--- src/isaPkg.sv ---
package isaPkg;

	// raw byte from the instruction bus.
	typedef logic [7:0] opcodeT;

	// first state of each instruction equals its opcode.
	typedef enum logic [7:0] {
		ENDOP    = 8'h01,
		// register resets.
		RSTALL   = 8'h10,
		RSTAC    = 8'h11,
		RSTADDR  = 8'h12,
		RSTGSP   = 8'h13,
		RSTMC    = 8'h14,
		RSTCP    = 8'h15,
		RSTRP    = 8'h16,
		// register increments.
		INCGSP   = 8'h20,
		INCAC    = 8'h21,
		INCCP    = 8'h22,
		INCRP    = 8'h23,
		INCMC    = 8'h24,
		INCSTP   = 8'h25,
		// loads and stack store.
		LDADDR_1 = 8'h30,
		LDAC_1   = 8'h31,
		LDMULR_1 = 8'h32,
		LDRP_1   = 8'h33,
		LDCP_1   = 8'h34,
		STSP_1   = 8'h35,
		ADD      = 8'h40,
		MUL1     = 8'h41,
		MUL2     = 8'h42,
		DIV      = 8'h43,
		MOD      = 8'h44,
		// moves out of AC.
		MSTP     = 8'h50,
		MRP      = 8'h51,
		MCP      = 8'h52,
		MWV      = 8'h53,
		MEOPC    = 8'h54,
		MADDR    = 8'h55,
		MCID     = 8'h56,
		MMV      = 8'h57,
		// moves into AC.
		MCIDAC   = 8'h60,
		MRPAC    = 8'h61,
		MCPAC    = 8'h62,
		MSTPAC   = 8'h63,
		JMPZ1    = 8'h70,
		JMPZ2    = 8'h71,
		// continuation states, never fetched as opcodes.
		LDADDR_2 = 8'hB0,
		LDAC_2   = 8'hB1,
		LDMULR_2 = 8'hB2,
		LDRP_2   = 8'hB3,
		LDCP_2   = 8'hB4,
		JMPZ1Y_1 = 8'hC0,
		JMPZ1Y_2 = 8'hC1,
		JMPZ1Y_3 = 8'hC2,
		JMPZ1N_1 = 8'hC4,
		JMPZ1N_2 = 8'hC5,
		JMPZ2Y_1 = 8'hD0,
		JMPZ2Y_2 = 8'hD1,
		JMPZ2Y_3 = 8'hD2,
		JMPZ2N_1 = 8'hD4,
		JMPZ2N_2 = 8'hD5,
		FETCH_1  = 8'hF0,
		FETCH_2  = 8'hF1
	} stateT;

endpackage

--- src/ctrlPkg.sv ---
package ctrlPkg;

	localparam int NumRegs = 14;

	// bit position of each register in the enable masks.
	typedef enum logic [3:0] {
		REG_PC   = 4'd0,
		REG_IR   = 4'd1,
		REG_GSP  = 4'd2,
		REG_RP   = 4'd3,
		REG_CP   = 4'd4,
		REG_STP  = 4'd5,
		REG_CID  = 4'd6,
		REG_EOPC = 4'd7,
		REG_MC   = 4'd8,
		REG_MV   = 4'd9,
		REG_WV   = 4'd10,
		REG_MULR = 4'd11,
		REG_ADDR = 4'd12,
		REG_AC   = 4'd13
	} regIdxT;

	typedef enum logic [2:0] {
		ALU_NONE, ALU_ADD, ALU_MUL, ALU_DIV, ALU_MOD
	} aluOpT;

	typedef enum logic [3:0] {
		BS_AC, BS_MEMOUT, BS_ADDR, BS_MULR, BS_MV,
		BS_WV, BS_CID, BS_RP, BS_CP, BS_STP
	} busSelT;

	typedef enum logic [1:0] {
		P_GSP, P_RP, P_CP, P_STP
	} ptrSelT;

	typedef enum logic [3:0] {
		MEM_IDLE, MEM_IREAD, MEM_READ, MEM_WRITE
	} memCtrlT;

	// STEPPC is the fetch step, PC increment plus IR write.
	typedef enum logic [2:0] {
		ROP_NONE, ROP_WRITE, ROP_INC, ROP_RST, ROP_RSTALL, ROP_STEPPC
	} regOpT;

	typedef struct packed {
		aluOpT   aluOp;
		busSelT  busSel;
		ptrSelT  ptrSel;
		memCtrlT memCtrl;
	} busCtrlT;

	typedef struct packed {
		busCtrlT busCtrl;
		regOpT   regOp;
		regIdxT  regSel;
	} ctrlWordT;

	typedef struct packed {
		logic [NumRegs-1:0] wrtEn;
		logic [NumRegs-1:0] incEn;
		logic [NumRegs-1:0] rstEn;
	} regEnT;

endpackage

--- src/stateSequencer.sv ---
module stateSequencer
	import isaPkg::*;
(
	input  logic   clk,
	input  logic   rstN,
	input  opcodeT ins,
	input  logic   z1,
	input  logic   z2,
	output stateT  state
);

	stateT nextState;

	always_ff @(posedge clk) begin
		if (!rstN) begin
			state <= FETCH_1;
		end else begin
			state <= nextState;
		end
	end

	always_comb begin
		nextState = FETCH_1; // single-step ops and final states.
		case (state)
			FETCH_1:  nextState = FETCH_2;
			FETCH_2:  nextState = stateT'(ins); // opcode is the next state.
			ENDOP:    nextState = ENDOP; // held until reset.
			LDADDR_1: nextState = LDADDR_2;
			LDAC_1:   nextState = LDAC_2;
			LDMULR_1: nextState = LDMULR_2;
			LDRP_1:   nextState = LDRP_2;
			LDCP_1:   nextState = LDCP_2;
			JMPZ1: begin
				if (z1) begin
					nextState = JMPZ1Y_1;
				end else begin
					nextState = JMPZ1N_1;
				end
			end
			JMPZ2: begin
				// taken on a clear z2.
				if (!z2) begin
					nextState = JMPZ2Y_1;
				end else begin
					nextState = JMPZ2N_1;
				end
			end
			JMPZ1Y_1: nextState = JMPZ1Y_2;
			JMPZ1Y_2: nextState = JMPZ1Y_3;
			JMPZ1N_1: nextState = JMPZ1N_2;
			JMPZ2Y_1: nextState = JMPZ2Y_2;
			JMPZ2Y_2: nextState = JMPZ2Y_3;
			JMPZ2N_1: nextState = JMPZ2N_2;
			default:  nextState = FETCH_1;
		endcase
	end

	property pResetToFetch;
		@(posedge clk) !rstN |=> state == FETCH_1;
	endproperty

	property pHaltHolds;
		@(posedge clk) (state == ENDOP) && rstN |=> state == ENDOP;
	endproperty

	assert property (pResetToFetch)
		else $error("state not FETCH_1 after reset");

	assert property (pHaltHolds)
		else $error("left ENDOP without reset");

endmodule

--- src/microcodeRom.sv ---
module microcodeRom
	import isaPkg::*;
	import ctrlPkg::*;
(
	input  stateT   state,
	output busCtrlT busCtrl,
	output regOpT   regOp,
	output regIdxT  regSel
);

	ctrlWordT cw;

	function automatic ctrlWordT makeWord(
		input aluOpT   alu,
		input busSelT  src,
		input ptrSelT  ptr,
		input memCtrlT mem,
		input regOpT   op,
		input regIdxT  sel
	);
		ctrlWordT w;
		w.busCtrl.aluOp   = alu;
		w.busCtrl.busSel  = src;
		w.busCtrl.ptrSel  = ptr;
		w.busCtrl.memCtrl = mem;
		w.regOp           = op;
		w.regSel          = sel;
		return w;
	endfunction

	// idle bus, only a register micro-op.
	function automatic ctrlWordT regWord(input regOpT op, input regIdxT sel);
		return makeWord(ALU_NONE, BS_AC, P_GSP, MEM_IDLE, op, sel);
	endfunction

	always_comb begin
		case (state)
			FETCH_1:  cw = makeWord(ALU_NONE, BS_AC, P_GSP, MEM_IREAD, ROP_NONE, REG_PC);
			FETCH_2:  cw = makeWord(ALU_NONE, BS_AC, P_GSP, MEM_IREAD, ROP_STEPPC, REG_PC);
			RSTALL:   cw = regWord(ROP_RSTALL, REG_PC);
			RSTAC:    cw = regWord(ROP_RST, REG_AC);
			RSTADDR:  cw = regWord(ROP_RST, REG_ADDR);
			RSTGSP:   cw = regWord(ROP_RST, REG_GSP);
			RSTMC:    cw = regWord(ROP_RST, REG_MC);
			RSTCP:    cw = regWord(ROP_RST, REG_CP);
			RSTRP:    cw = regWord(ROP_RST, REG_RP);
			INCGSP:   cw = regWord(ROP_INC, REG_GSP);
			INCAC:    cw = regWord(ROP_INC, REG_AC);
			INCCP:    cw = regWord(ROP_INC, REG_CP);
			INCRP:    cw = regWord(ROP_INC, REG_RP);
			INCMC:    cw = regWord(ROP_INC, REG_MC);
			INCSTP:   cw = regWord(ROP_INC, REG_STP);
			LDADDR_1,
			LDAC_1,
			LDMULR_1: cw = makeWord(ALU_NONE, BS_AC, P_GSP, MEM_READ, ROP_NONE, REG_PC);
			LDRP_1:   cw = makeWord(ALU_NONE, BS_AC, P_RP, MEM_READ, ROP_NONE, REG_PC);
			LDCP_1:   cw = makeWord(ALU_NONE, BS_AC, P_CP, MEM_READ, ROP_NONE, REG_PC);
			// second load step takes the memory word off the bus.
			LDADDR_2: cw = makeWord(ALU_NONE, BS_MEMOUT, P_GSP, MEM_IDLE, ROP_WRITE, REG_ADDR);
			LDAC_2,
			LDCP_2:   cw = makeWord(ALU_NONE, BS_MEMOUT, P_GSP, MEM_IDLE, ROP_WRITE, REG_AC);
			LDMULR_2,
			LDRP_2:   cw = makeWord(ALU_NONE, BS_MEMOUT, P_GSP, MEM_IDLE, ROP_WRITE, REG_MULR);
			STSP_1:   cw = makeWord(ALU_NONE, BS_AC, P_STP, MEM_WRITE, ROP_NONE, REG_PC);
			ADD:      cw = makeWord(ALU_ADD, BS_ADDR, P_GSP, MEM_IDLE, ROP_NONE, REG_PC);
			MUL1:     cw = makeWord(ALU_MUL, BS_MULR, P_GSP, MEM_IDLE, ROP_NONE, REG_PC);
			MUL2:     cw = makeWord(ALU_MUL, BS_MV, P_GSP, MEM_IDLE, ROP_NONE, REG_PC);
			DIV:      cw = makeWord(ALU_DIV, BS_WV, P_GSP, MEM_IDLE, ROP_NONE, REG_PC);
			MOD:      cw = makeWord(ALU_MOD, BS_WV, P_GSP, MEM_IDLE, ROP_NONE, REG_PC);
			MSTP:     cw = regWord(ROP_WRITE, REG_STP);
			MRP:      cw = regWord(ROP_WRITE, REG_RP);
			MCP:      cw = regWord(ROP_WRITE, REG_CP);
			MWV:      cw = regWord(ROP_WRITE, REG_WV);
			MEOPC:    cw = regWord(ROP_WRITE, REG_EOPC);
			MADDR:    cw = regWord(ROP_WRITE, REG_ADDR);
			MCID:     cw = regWord(ROP_WRITE, REG_CID);
			MMV:      cw = regWord(ROP_WRITE, REG_MV);
			MCIDAC:   cw = makeWord(ALU_NONE, BS_CID, P_GSP, MEM_IDLE, ROP_WRITE, REG_AC);
			MRPAC:    cw = makeWord(ALU_NONE, BS_RP, P_GSP, MEM_IDLE, ROP_WRITE, REG_AC);
			MCPAC:    cw = makeWord(ALU_NONE, BS_CP, P_GSP, MEM_IDLE, ROP_WRITE, REG_AC);
			MSTPAC:   cw = makeWord(ALU_NONE, BS_STP, P_GSP, MEM_IDLE, ROP_WRITE, REG_AC);
			JMPZ1Y_1,
			JMPZ2Y_1: cw = regWord(ROP_WRITE, REG_IR);
			JMPZ1Y_2,
			JMPZ2Y_2: cw = regWord(ROP_WRITE, REG_PC); // jump target into PC.
			JMPZ1N_1,
			JMPZ2N_1: cw = regWord(ROP_STEPPC, REG_PC); // skip the target word.
			default:  cw = regWord(ROP_NONE, REG_PC); // ENDOP, JMPZ and tails.
		endcase
	end

	assign busCtrl = cw.busCtrl;
	assign regOp   = cw.regOp;
	assign regSel  = cw.regSel;

	// stores go through the stack pointer only.
	assert final (busCtrl.memCtrl != MEM_WRITE || busCtrl.ptrSel == P_STP)
		else $error("memory write without STP pointer");

endmodule

--- src/regEnableDecoder.sv ---
module regEnableDecoder
	import ctrlPkg::*;
(
	input  regOpT  regOp,
	input  regIdxT regSel,
	output regEnT  regEn
);

	localparam logic [NumRegs-1:0] RstAllMask = {{(NumRegs-2){1'b1}}, 2'b00}; // AC down to GSP.

	logic [NumRegs-1:0] selMask;

	assign selMask = {{(NumRegs-1){1'b0}}, 1'b1} << regSel;

	always_comb begin
		regEn = '0;
		case (regOp)
			ROP_WRITE:  regEn.wrtEn = selMask;
			ROP_INC:    regEn.incEn = selMask;
			ROP_RST:    regEn.rstEn = selMask;
			ROP_RSTALL: regEn.rstEn = RstAllMask;
			ROP_STEPPC: begin
				regEn.incEn[REG_PC] = 1'b1;
				regEn.wrtEn[REG_IR] = 1'b1;
			end
			default:    regEn = '0;
		endcase
	end

	// one action per register per cycle.
	assert final (((regEn.wrtEn & regEn.incEn) |
		(regEn.wrtEn & regEn.rstEn) |
		(regEn.incEn & regEn.rstEn)) == '0)
		else $error("register enabled in more than one mask");

endmodule

--- src/controlUnit.sv ---
module controlUnit
	import isaPkg::*;
	import ctrlPkg::*;
(
	input  logic    clk,
	input  logic    rstN,
	input  opcodeT  ins,
	input  logic    z1,
	input  logic    z2,
	output busCtrlT busCtrl,
	output regEnT   regEn
);

	stateT  state;
	regOpT  regOp;
	regIdxT regSel;

	stateSequencer sequencer (
		.clk   (clk),
		.rstN  (rstN),
		.ins   (ins),
		.z1    (z1),
		.z2    (z2),
		.state (state)
	);

	microcodeRom rom (
		.state   (state),
		.busCtrl (busCtrl),
		.regOp   (regOp),
		.regSel  (regSel)
	);

	regEnableDecoder decoder (
		.regOp  (regOp),
		.regSel (regSel),
		.regEn  (regEn)
	);

endmodule

--- config.mk ---
export PLATFORM = sky130hd
export DESIGN_NAME = controlUnit
export DESIGN_NICKNAME = d
export VERILOG_FILES = /design/src/isaPkg.sv /design/src/ctrlPkg.sv /design/src/stateSequencer.sv /design/src/microcodeRom.sv /design/src/regEnableDecoder.sv /design/src/controlUnit.sv
export SDC_FILE = /design/constraint.sdc
export NUM_CORES = 1
export LEC_CHECK = 0
export BUFFER_PORTS_ARGS = -buffer_cell sky130_fd_sc_hd__buf_4
export CORE_MARGIN = 3
export CORE_UTILIZATION = 40
export CTS_BUF_LIST = sky130_fd_sc_hd__clkbuf_2
export DETAILED_ROUTE_END_ITERATION = 12
export GPL_TIMING_DRIVEN = 0
export MAX_ROUTING_LAYER = met4
export PLACE_DENSITY = 0.71
export SYNTH_ARGS = -nofsm -noshare
export SYNTH_HDL_FRONTEND = slang
export SYNTH_HIERARCHICAL = 1
export SYNTH_SLANG_ARGS = --single-unit
--- constraint.sdc ---
create_clock -name clk -period 3.4 [get_ports clk]
set_input_delay 0.68 -clock clk [delete_from_list [all_inputs] [get_ports clk]]
set_output_delay 0.68 -clock clk [all_outputs]
set_load 0.005 [all_outputs]
==> metrics.md, run 1 <==
| Metric | Value |
|---|---|
| Status | finished, final reports clean |
| CTS sink cnt | 8 |
| Hold path depth | 2 |
| Worst R2R End | sequencer/state[6] |
| EDFF count, synth | 0 |
| Final #Nets | 348 |
| Commonest non-fill, non-tap cell in the layout | buf_4 |
| CP Cell Sequence | buf_4 -> nor2_1 -> a22oi_2 -> nor3b_2 -> a21oi_1 -> o211ai_1 -> buf_4 -> or4_4 -> o22ai_1 -> buf_4 |
| Reg2reg setup slack | ~1.4 ns |
| VDD IR max | 0.000268 V |
| RR Startpoint | sequencer/state[0] |
| Top Ports | 67 |
| Port Buffer Count | 64 |
| Yosys warns | 6 |
| Most used cell, CP | buf_4 |
| Post-route DRC | 0 |
| Final period util | 98.1% |
| Global route total overflow | 0 |
| Worst R2R Path Depth | 5 |
| First-pass GRT wire length | around 9400 µm |
| Fillers | 407 |
| Num CTS Buffers | 3 |
| Post-DP HPWL | about 4200 µm |
| Pins Over Slew Limit | 0 |
| Global-route usage over all layers | roughly 22% |
| Drt total wl | 5760 µm |
| Initial DRC count | 324 |
| Hold_sp | sequencer/state[1] |
| CTS root buf | clkbuf_2 |
| Die footprint | 0.00505 mm² |
| Core Region | just over 0.004 mm² |
| Drt first pass iters | 8 |
| Via density | 5.96 |
| Clk Latency, worst-skew pair | 0.23 ns |
| Fin area | 0.00236 mm² |
| CP max-delay cell | or4_4 |
| Number of global-route vias before repair | 2095 |
| Clk_skew | 0.00159 ns |
| CP top delay family | simple AND/OR/NAND/NOR gates |
| N_diodes | 0 |
| Final Hold Vio Count | 0 |
| Share of cells above drive strength 1 | 37.1% |
| Largest net degree at the start of global routing | 15 |
| Startpoint types | flop |
| Worst setup EP type | output port |
| Cts hold-fix bufs | 0 |
| Most frequent cells in the layout | buf_4 (70), nor2_1 (48), nand2_1 (19) |
| CTS tree | yes |
| CTS H-tree depth | 1 |
| Worst EP arrival | 2.65 ns |
| Distinct cells, synth | 59 |
| Setup CP Type | reg -> out |
| Initial Util | around two fifths |
| Critical path fanouts, max | 10 |
| Overall Power | 1.53 mW |
| Async S/R FF share, synth | 0% |
| DR WL/cell | 15.0 µm |
| Crit-path max cell delay | around 0.53 ns |
| Fmax | 300 MHz |
| Routability Congestion | 0.909 |
| Post-synth top flop | dfxtp_1 |
| Die Height | 71.1 µm |
| Fin crit period | 3.33 ns |
| Leakage | a little under 1 nW |
| Crit path buffers/inverters | 3 |
| WHS Endpoint | sequencer/state[1] |
| Die width | 71.1 µm |
| HP Class | reg -> reg |
| Final setup vio count | 0 |
| Via count | 2288 |
| MaxCap Viol Count | 0 |
| Critical Path RT | 2.72 ns |
| Register area | 176 µm² |
| Synth-to-Final Area Change | 39.3% |
| Biggest regs | sequencer/state: 8 flops |
| Syn Area/Cell | 6.39 µm² |
| Mapped cell area | between 0.0015 and 0.002 mm² |
| Largest reg by FF count | sequencer/state |
| # rows | 23 |
| Post-DRT Antenna Nets | 0 |
| Yosys reg bits | 8 |
| Footprint of the multi-input gates | 0.00141 mm² |
| Initial antenna violation count | 0 |
| CTS Buffer Depth | 2 |
| Max reg flops | 8 |
| Cell Area, Placed | 0.00224 mm² |
| Clock transition at the registers of the reported paths | 0.07 ns |
| RSZ-0062 raised after global routing | yes |
| Register area share after synthesis | 9.45% |
| Post-synthesis cell count | 265 |
| PwrDens | 648 mW/mm² |
[cell families (layout without fill, tap and decap cells)]
family          count (synthesis)  in the layout  share of synthesized area (%)
mux                             1              1                          0.591
other cells                     1              2                          0.221
flops                           8              8                           9.45
compound gates                 79             79                           29.5
simple gates                  141            141                           47.7
buf+inv                        31             99                           10.5
xor+xnor                        4              4                           2.07
[cell usage after synthesis, types with 3 or more instances]
cell | instances | area [µm²]
nand4b_1 | 3 | 26.3
nand3_1 | 6 | 30.0
nand2b_1 | 10 | 62.6
nor2b_1 | 7 | 43.8
or4b_4 | 4 | 55.1
a22oi_1 | 4 | 30.0
inv_1 | 4 | 15.0
clkbuf_1 | 4 | 15.0
o22ai_1 | 4 | 25.0
a211oi_1 | 5 | 37.5
o21ai_1 | 10 | 50.1
buf_4 | 3 | 22.5
xnor2_1 | 3 | 26.3
nor3_1 | 10 | 50.1
buf_2 | 16 | 80.1
a31oi_1 | 5 | 31.3
nand2_1 | 19 | 71.3
o21ai_0 | 14 | 70.1
buf_6 | 4 | 45.0
nand4bb_1 | 7 | 78.8
dfxtp_1 | 8 | 160
or2_2 | 3 | 18.8
nor2_1 | 48 | 180
a21oi_1 | 19 | 95.1
[metrics by stage]
| stage | setup TNS (ns) | hold WS (ns) | setup slack (ns) | util (%) | cells |
|---|---|---|---|---|---|
| 5_1_grt | -0.430 | 0.620 | -0.0482 | 58.2 | 384 |
| 4_1_cts | 0 | 0.591 | 0.00678 | 56.0 | 383 |
| 2_1_floorplan | 0 | 0.568 | 0.551 | - | 266 |
| 3_5_place_dp | 0 | 0.641 | 0.0681 | 55.2 | 380 |
| 6_report | 0 | 0.583 | 0.0651 | 58.2 | 384 |
| 3_3_place_gp | 0 | 0.624 | 0.114 | 55.2 | 380 |
[power breakdown]
part / switching, mW / internal, mW / total, mW / leakage (nW)
clock: 0.0308 / 0.0240 / 0.0549 / 0.0125
combinational: 0.704 / 0.593 / 1.30 / 0.888
sequential: 0.0529 / 0.125 / 0.177 / 0.0659
total: 0.788 / 0.741 / 1.53 / 0.967
[cell type report]
type,instances,area share (%)
repair buffers,65,20.7
multi-input cells,227,59.8
flip-flops and latches,8,7.48
plain buffers,27,8.17
inverters,4,0.636
clock buffers,3,0.636
well taps,50,2.65
[what timing repair did]
action	in CTS	in global routing
buffers inserted	0	1
endpoints found under the setup margin	41	42
pin swaps	1	2
resized for setup	8	30
[worst min-delay path, delay by kind of cell, from the launching register on]
| family | cells | cell delay, ns |
|---|---|---|
| AND/OR/NAND/NOR | 1 | 0.05 |
| flip-flops | 1 | 0.37 |
| AO/OA/AOI/OAI | 1 | 0.13 |
[routing by layer]
metal / GRT usage [%] / part of all wire [%]
met2: 35.6 / 49
met4: 7.31 / 1.6
met1: 29.6 / 44
met5: - / 0
met3: 1.99 / 5.5
[how the worst max path moves through the flow]
stage / slack, ns / end / start / cells past startpoint
after floorplan: 0.55 / regEn[31] / sequencer/state[4] / 8
after global placement: 0.11 / regEn[14] / sequencer/state[7] / 10
after detailed placement: 0.07 / regEn[33] / sequencer/state[4] / 9
after CTS: 0.007 / regEn[17] / sequencer/state[7] / 10
after global routing: -0.05 / regEn[14] / sequencer/state[7] / 10
final: 0.07 / regEn[14] / sequencer/state[7] / 10
Note: power is estimated with default switching activity, not from simulation.
==> run 2: changes to the inputs <==
--- a/config.mk
+++ b/config.mk
@@ -5,14 +5,13 @@
 export SDC_FILE = /design/constraint.sdc
 export NUM_CORES = 1
 export LEC_CHECK = 0
-export BUFFER_PORTS_ARGS = -buffer_cell sky130_fd_sc_hd__buf_4
 export CORE_MARGIN = 3
 export CORE_UTILIZATION = 40
 export CTS_BUF_LIST = sky130_fd_sc_hd__clkbuf_2
 export DETAILED_ROUTE_END_ITERATION = 12
+export DONT_BUFFER_PORTS = 1
 export GPL_TIMING_DRIVEN = 0
 export MAX_ROUTING_LAYER = met4
-export PLACE_DENSITY = 0.71
 export SYNTH_ARGS = -nofsm -noshare
 export SYNTH_HDL_FRONTEND = slang
 export SYNTH_HIERARCHICAL = 1
==> run 2 against run 1 <==
  * Global-route usage fell by 1.8 points
  * Wire length decreased by 9.6%
  * Worst hold slack worse by 0.067 ns
  * Clock-buffer cell count stayed put
==> metrics.md, run 2 (synthesized netlist as in run 1, its figures left out) <==
| Metric | Value |
|---|---|
| Final Hold Vio Count | 0 |
| Switching fraction of total power | 55.6% |
| Die footprint | a little over 0.005 mm² |
| RR Startpoint | sequencer/state[0] |
| Crit-path max cell delay | 0.54 ns |
| HP Class | in -> reg |
| CTS sink cnt | 8 |
| Core Region | around 0.004 mm² |
| Internal power of the cells | between 500 and 600 µW |
| Worst setup EP type | output port |
| First-pass GRT wire length | about 8500 µm |
| Commonest non-fill, non-tap cell in the layout | nor2_1 |
| Drt first pass iters | 5 |
| Crit path buffers/inverters | 1 |
| Clk_skew | around 0.0054 ns |
| MaxCap Viol Count | 0 |
| Worst R2R Path Depth | 5 |
| Hold path depth | 1 |
| Leakage | 0.613 nW |
| Worst R2R End | sequencer/state[6] |
| Pins Over Slew Limit | 0 |
| CTS H-tree depth | 1 |
| CP max-delay cell | or4b_4 |
| Final #Nets | ~280 |
| Reg power frac | 14.0% |
| Post-route DRC | 0 |
| CTS root buf | clkbuf_2 |
| Critical Path RT | 2.72 ns |
| Critical Path Start | sequencer/state[7] |
| Initial antenna violation count | 0 |
| Routability Congestion | about 0.89 |
| CTS tree | yes |
| Global route total overflow | 0 |
| CP Capture Point | regEn[29] |
| Comb pwr share | between 80% and 90% |
| Drt total wl | ~5200 µm |
| Finished Layout Cells | 319 |
| Num CTS Buffers | 3 |
| PwrDens | approximately 710 mW/mm² |
| Max reg flops | 8 |
| Levels on crit path | 7 |
| Die Height | between 70 and 80 µm |
| VDD IR max | 0.000277 V |
| CP Cell Sequence | buf_4 -> nand2_1 -> o32ai_1 -> nand2_1 -> o211ai_1 -> or4b_4 -> a21oi_2 |
| Post-DRT Antenna Nets | 0 |
| Initial DRC count | around 240 |
| Top Ports | 67 |
| Setup CP Type | reg -> out |
| Port Buffer Count | 0 |
| N_diodes | 0 |
| Global-route usage over all layers | 20.5% |
| Initial Util | a little over two fifths |
| Share of cells above drive strength 1 | 20.8% |
| Fillers | 449 |
| Most frequent cells in the layout | nor2_1 (48), nand2_1 (19), a21oi_1 (17) |
| Via count | 2006 |
| Synth-to-Final Area Change | 8.57% |
| Number of global-route vias before repair | 1785 |
| Largest reg by FF count | sequencer/state |
| Status | finished, final reports clean |
| Via density | 6.29 |
| P_sw | 728 µW |
| Fin crit period | 3.21 ns |
| Biggest regs | sequencer/state: 8 flops |
| Largest net degree at the start of global routing | 15 |
| # rows | 23 |
| Fmax | 311 MHz |
| Die width | just over 70 µm |
| Overall Power | about 1.3 mW |
| Final setup vio count | 0 |
| CTS Buffer Depth | 2 |
| Startpoint types | flop |
| Critical path fanouts, max | 10 |
| Clk Latency, worst-skew pair | 0.23 ns |
| Worst EP arrival | 2.53 ns |
| Clock power frac | 4.1% |
| DR WL/cell | 16.3 µm |
| CP top delay family | simple AND/OR/NAND/NOR gates |
| Final period util | 94.5% |
| Cts hold-fix bufs | 0 |
| Clock transition at the registers of the reported paths | roughly 0.070 ns |
| Post-CTS setup buffer count | 0 |
| Footprint of the multi-input gates | 0.00139 mm² |
| Placed insts | 316 |
| Most used cell, CP | nand2_1 |
| Register area | 176 µm² |
| Post-DP HPWL | just under 4000 µm |
| Reg2reg setup slack | 1.37 ns |
[run 2: repair_timing]
action                                  in CTS  in global routing
gates resized for setup                      4                 24
pin swaps                                    0                  1
endpoints found under the setup margin      18                 42
[run 2: worst min-delay path by stage]
stage	to	slack, ns	startpoint
after CTS	sequencer/state[7]	0.50	rstN
after detailed placement	sequencer/state[1]	0.64	sequencer/state[1]
after floorplan	sequencer/state[1]	0.57	sequencer/state[1]
after global placement	sequencer/state[1]	0.62	sequencer/state[1]
after global routing	sequencer/state[7]	0.50	rstN
final	sequencer/state[7]	0.52	rstN
[run 2: stage by stage]
| stage | cell area [µm²] | worst slack [ns] | util (%) | hold slack (ns) | setup TNS, ns |
|---|---|---|---|---|---|
| floorplan | 1700 | 0.551 | - | 0.568 | 0 |
| CTS | 1780 | 0.0325 | 43.9 | 0.504 | 0 |
| global route | 1840 | -0.00206 | 45.3 | 0.500 | -0.00210 |
| global placement | 1760 | 0.193 | 43.4 | 0.624 | 0 |
| finish | 1840 | 0.187 | 45.3 | 0.517 | 0 |
| detailed placement | 1760 | 0.191 | 43.4 | 0.636 | 0 |
[run 2: routing by layer]
metal | vias to the layer above | track usage, % | share of wire (%)
met1 | 928 | 28.6 | 45
met5 | - | - | 0
met2 | 90 | 32.0 | 47
met4 | 0 | 5.64 | 1.2
met3 | 9 | 1.42 | 6.1
li1 | 979 | - | -
[run 2: power groups by stage]
stage	Sequential [mW]	Combinational, mW	Clock [mW]
floorplan	0.157	0.845	0
global placement	0.176	1.03	0
detailed placement	0.177	1.02	0
CTS	0.178	1.03	0.0562
global route	0.192	1.20	0.0627
finish	0.183	1.07	0.0533
[run 2: cell type report]
cell class	instances	area share (%)
Buffer	27	9.73
Sequential cell	8	9.59
Tap cell	50	3.40
Multi-Input combinational cell	227	75.6
Clock buffer	3	0.816
Inverter	4	0.816
==> run 3: changes to the inputs <==
--- a/config.mk
+++ b/config.mk
@@ -6,7 +6,7 @@
 export NUM_CORES = 1
 export LEC_CHECK = 0
 export CORE_MARGIN = 3
-export CORE_UTILIZATION = 40
+export CORE_UTILIZATION = 28
 export CTS_BUF_LIST = sky130_fd_sc_hd__clkbuf_2
 export DETAILED_ROUTE_END_ITERATION = 12
 export DONT_BUFFER_PORTS = 1
==> run 3 against run 2 <==
  * Clock power grew 2%
  * Worst setup slack lost 0.045 ns
  * Total power grew 2.0%
  * Wire length grew 5.3%
  * Clock skew shrank 0.0026 ns
  * Utilization shrank 12 points
  * Clock-buffer cell count is the same
  * Worst hold slack lost 0.0037 ns
  * Largest power group unchanged
  * Via count grew 2.4%
  * Final area grew 1.4%
==> metrics.md, run 3 (synthesized netlist as in run 1, its figures left out) <==
| Metric | Value |
|---|---|
| Drt first pass iters | 5 |
| Global route total overflow | 0 |
| CTS sink cnt | 8 |
| Overall Power | around 1.3 mW |
| Num CTS Buffers | 3 |
| Slew headroom | 66.5% |
| Post-CTS setup buffer count | 0 |
| Worst R2R End | sequencer/state[6] |
| PwrDens | 715 mW/mm² |
| Routability Congestion | 0.933 |
| Post-DP HPWL | 4070 µm |
| Hold path depth | 1 |
| Synth-to-Final Area Change | 10.1% |
| Fmax | 307 MHz |
| Via count | approximately 2100 |
| CTS Buffer Depth | 2 |
| Port Buffer Count | 0 |
| Setup CP Type | reg -> out |
| Leakage | slightly above 0.6 nW |
| Footprint of the multi-input gates | between 0.001 and 0.0015 mm² |
| Max reg flops | 8 |
| Reg2reg setup slack | around 1.3 ns |
| Most frequent cells in the layout | nor2_1 (48), nand2_1 (18), a21oi_1 (18) |
| Fin crit period | 3.26 ns |
| Share of cells above drive strength 1 | a little over a fifth |
| Fin util | around 33% |
| Final period util | 95.8% |
| Commonest non-fill, non-tap cell in the layout | nor2_1 |
| Largest net degree at the start of global routing | 15 |
| CTS tree | yes |
| Clk Latency, worst-skew pair | 0.23 ns |
| Die footprint | between 0.007 and 0.008 mm² |
| Final worst slack | 0.142 ns |
| Hold_sp | rstN |
| Biggest regs | sequencer/state: 8 flops |
| Initial DRC count | 170 |
| Die Height | 83.8 µm |
| HP Class | in -> reg |
| Post-route DRC | 0 |
| Clock transition at the registers of the reported paths | ~0.07 ns |
| MaxCap Viol Count | 0 |
| Via density | 6.03 |
| Setup TNS | 0 ns |
| Final #Nets | 283 |
| Placed insts | 338 |
| CTS root buf | clkbuf_2 |
| Core Region | 0.00568 mm² |
| WHS Endpoint | sequencer/state[7] |
| Worst EP arrival | 2.58 ns |
| First-pass GRT wire length | 8750 µm |
| Cts hold-fix bufs | 0 |
| Initial antenna violation count | 0 |
| Number of global-route vias before repair | 1750 |
| Drt total wl | 5480 µm |
| CTS H-tree depth | 1 |
| Top Ports | 67 |
| VDD IR max | 0.000359 V |
| Initial Util | 29.9% |
| Global-route usage over all layers | 14.8% |
| Critical Path Start | sequencer/state[7] |
| Slew @ Worst Pin | 0.498 ns |
| Critical path fanouts, max | 10 |
| Register area | 171 µm² |
| N_diodes | 0 |
| Die width | 83.8 µm |
| Pins Over Slew Limit | 0 |
| Post-place setup slack | 0.126 ns |
| Clk_skew | 0.00284 ns |
| RR Startpoint | sequencer/state[0] |
| Critical Path RT | 2.72 ns |
| Worst R2R Path Depth | 5 |
| Final Hold Vio Count | 0 |
| # rows | 27 |
| Post-DRT Antenna Nets | 0 |
| Startpoint types | flop |
| Largest reg by FF count | sequencer/state |
| DR WL/cell | around 16 µm |
| Worst setup EP type | output port |
| Fillers | ~630 |
| Finished Layout Cells | 341 |
| Status | finished, final reports clean |
| Final setup vio count | 0 |
[run 3: changes by cell type in the layout (fill, tap and decap cells not counted), sizes merged]
cell and delta:
buf -1, clkbuf +1
[run 3: what timing repair did]
action | CTS | global route
endpoints found under the setup margin | 15 | 42
resized for setup | 3 | 22
pin swaps | 0 | 1
[run 3: routing by layer]
layer	vias to the layer above	routed length (µm)	track usage (%)
li1	981	-	-
met1	938	2580	21.0
met2	117	2370	21.4
met3	19	442	2.96
met4	0	91	3.65
met5	-	0	-
[run 3: how the worst max path moves through the flow]
stage                      endpoint  depth (start not counted)  slack [ns]
final                     regEn[40]                          9        0.14
after global routing      regEn[40]                          9      -0.003
after CTS                 regEn[40]                          8        0.02
after detailed placement  regEn[40]                          8        0.13
after global placement    regEn[32]                          8        0.13
after floorplan           regEn[31]                          8        0.55
[run 3: critical path, cell delays in order, from the launching register on]
cell and delay (ns):
dfxtp_2 0.37, clkbuf_4 0.21, nor2_2 0.13, a22oi_1 0.10
a2111oi_2 0.39, a21oi_1 0.14, o21ai_2 0.12, or3b_2 0.52
buf_2 0.20, nor2_1 0.15
[run 3: where the power goes]
group          switching (mW)  total (mW)  internal [mW]
logic                   0.668        1.10          0.432
registers              0.0572       0.180          0.123
clock network          0.0304      0.0544         0.0240
total                   0.755        1.33          0.579
[run 3: layout make-up]
type                    instances  area share [%]
plain buffers                  27            9.46
clock buffers                   3           0.805
inverters                       4           0.805
multi-input cells             227            74.9
flip-flops and latches          8            9.19
well taps                      72            4.83
[run 3: metrics by stage]
step                      hold slack, ns  cell area [µm²]
after floorplan                    0.568             1700
after global placement             0.633             1790
after detailed placement           0.639             1790
after CTS                          0.505             1810
after global routing               0.509             1870
final                              0.513             1870
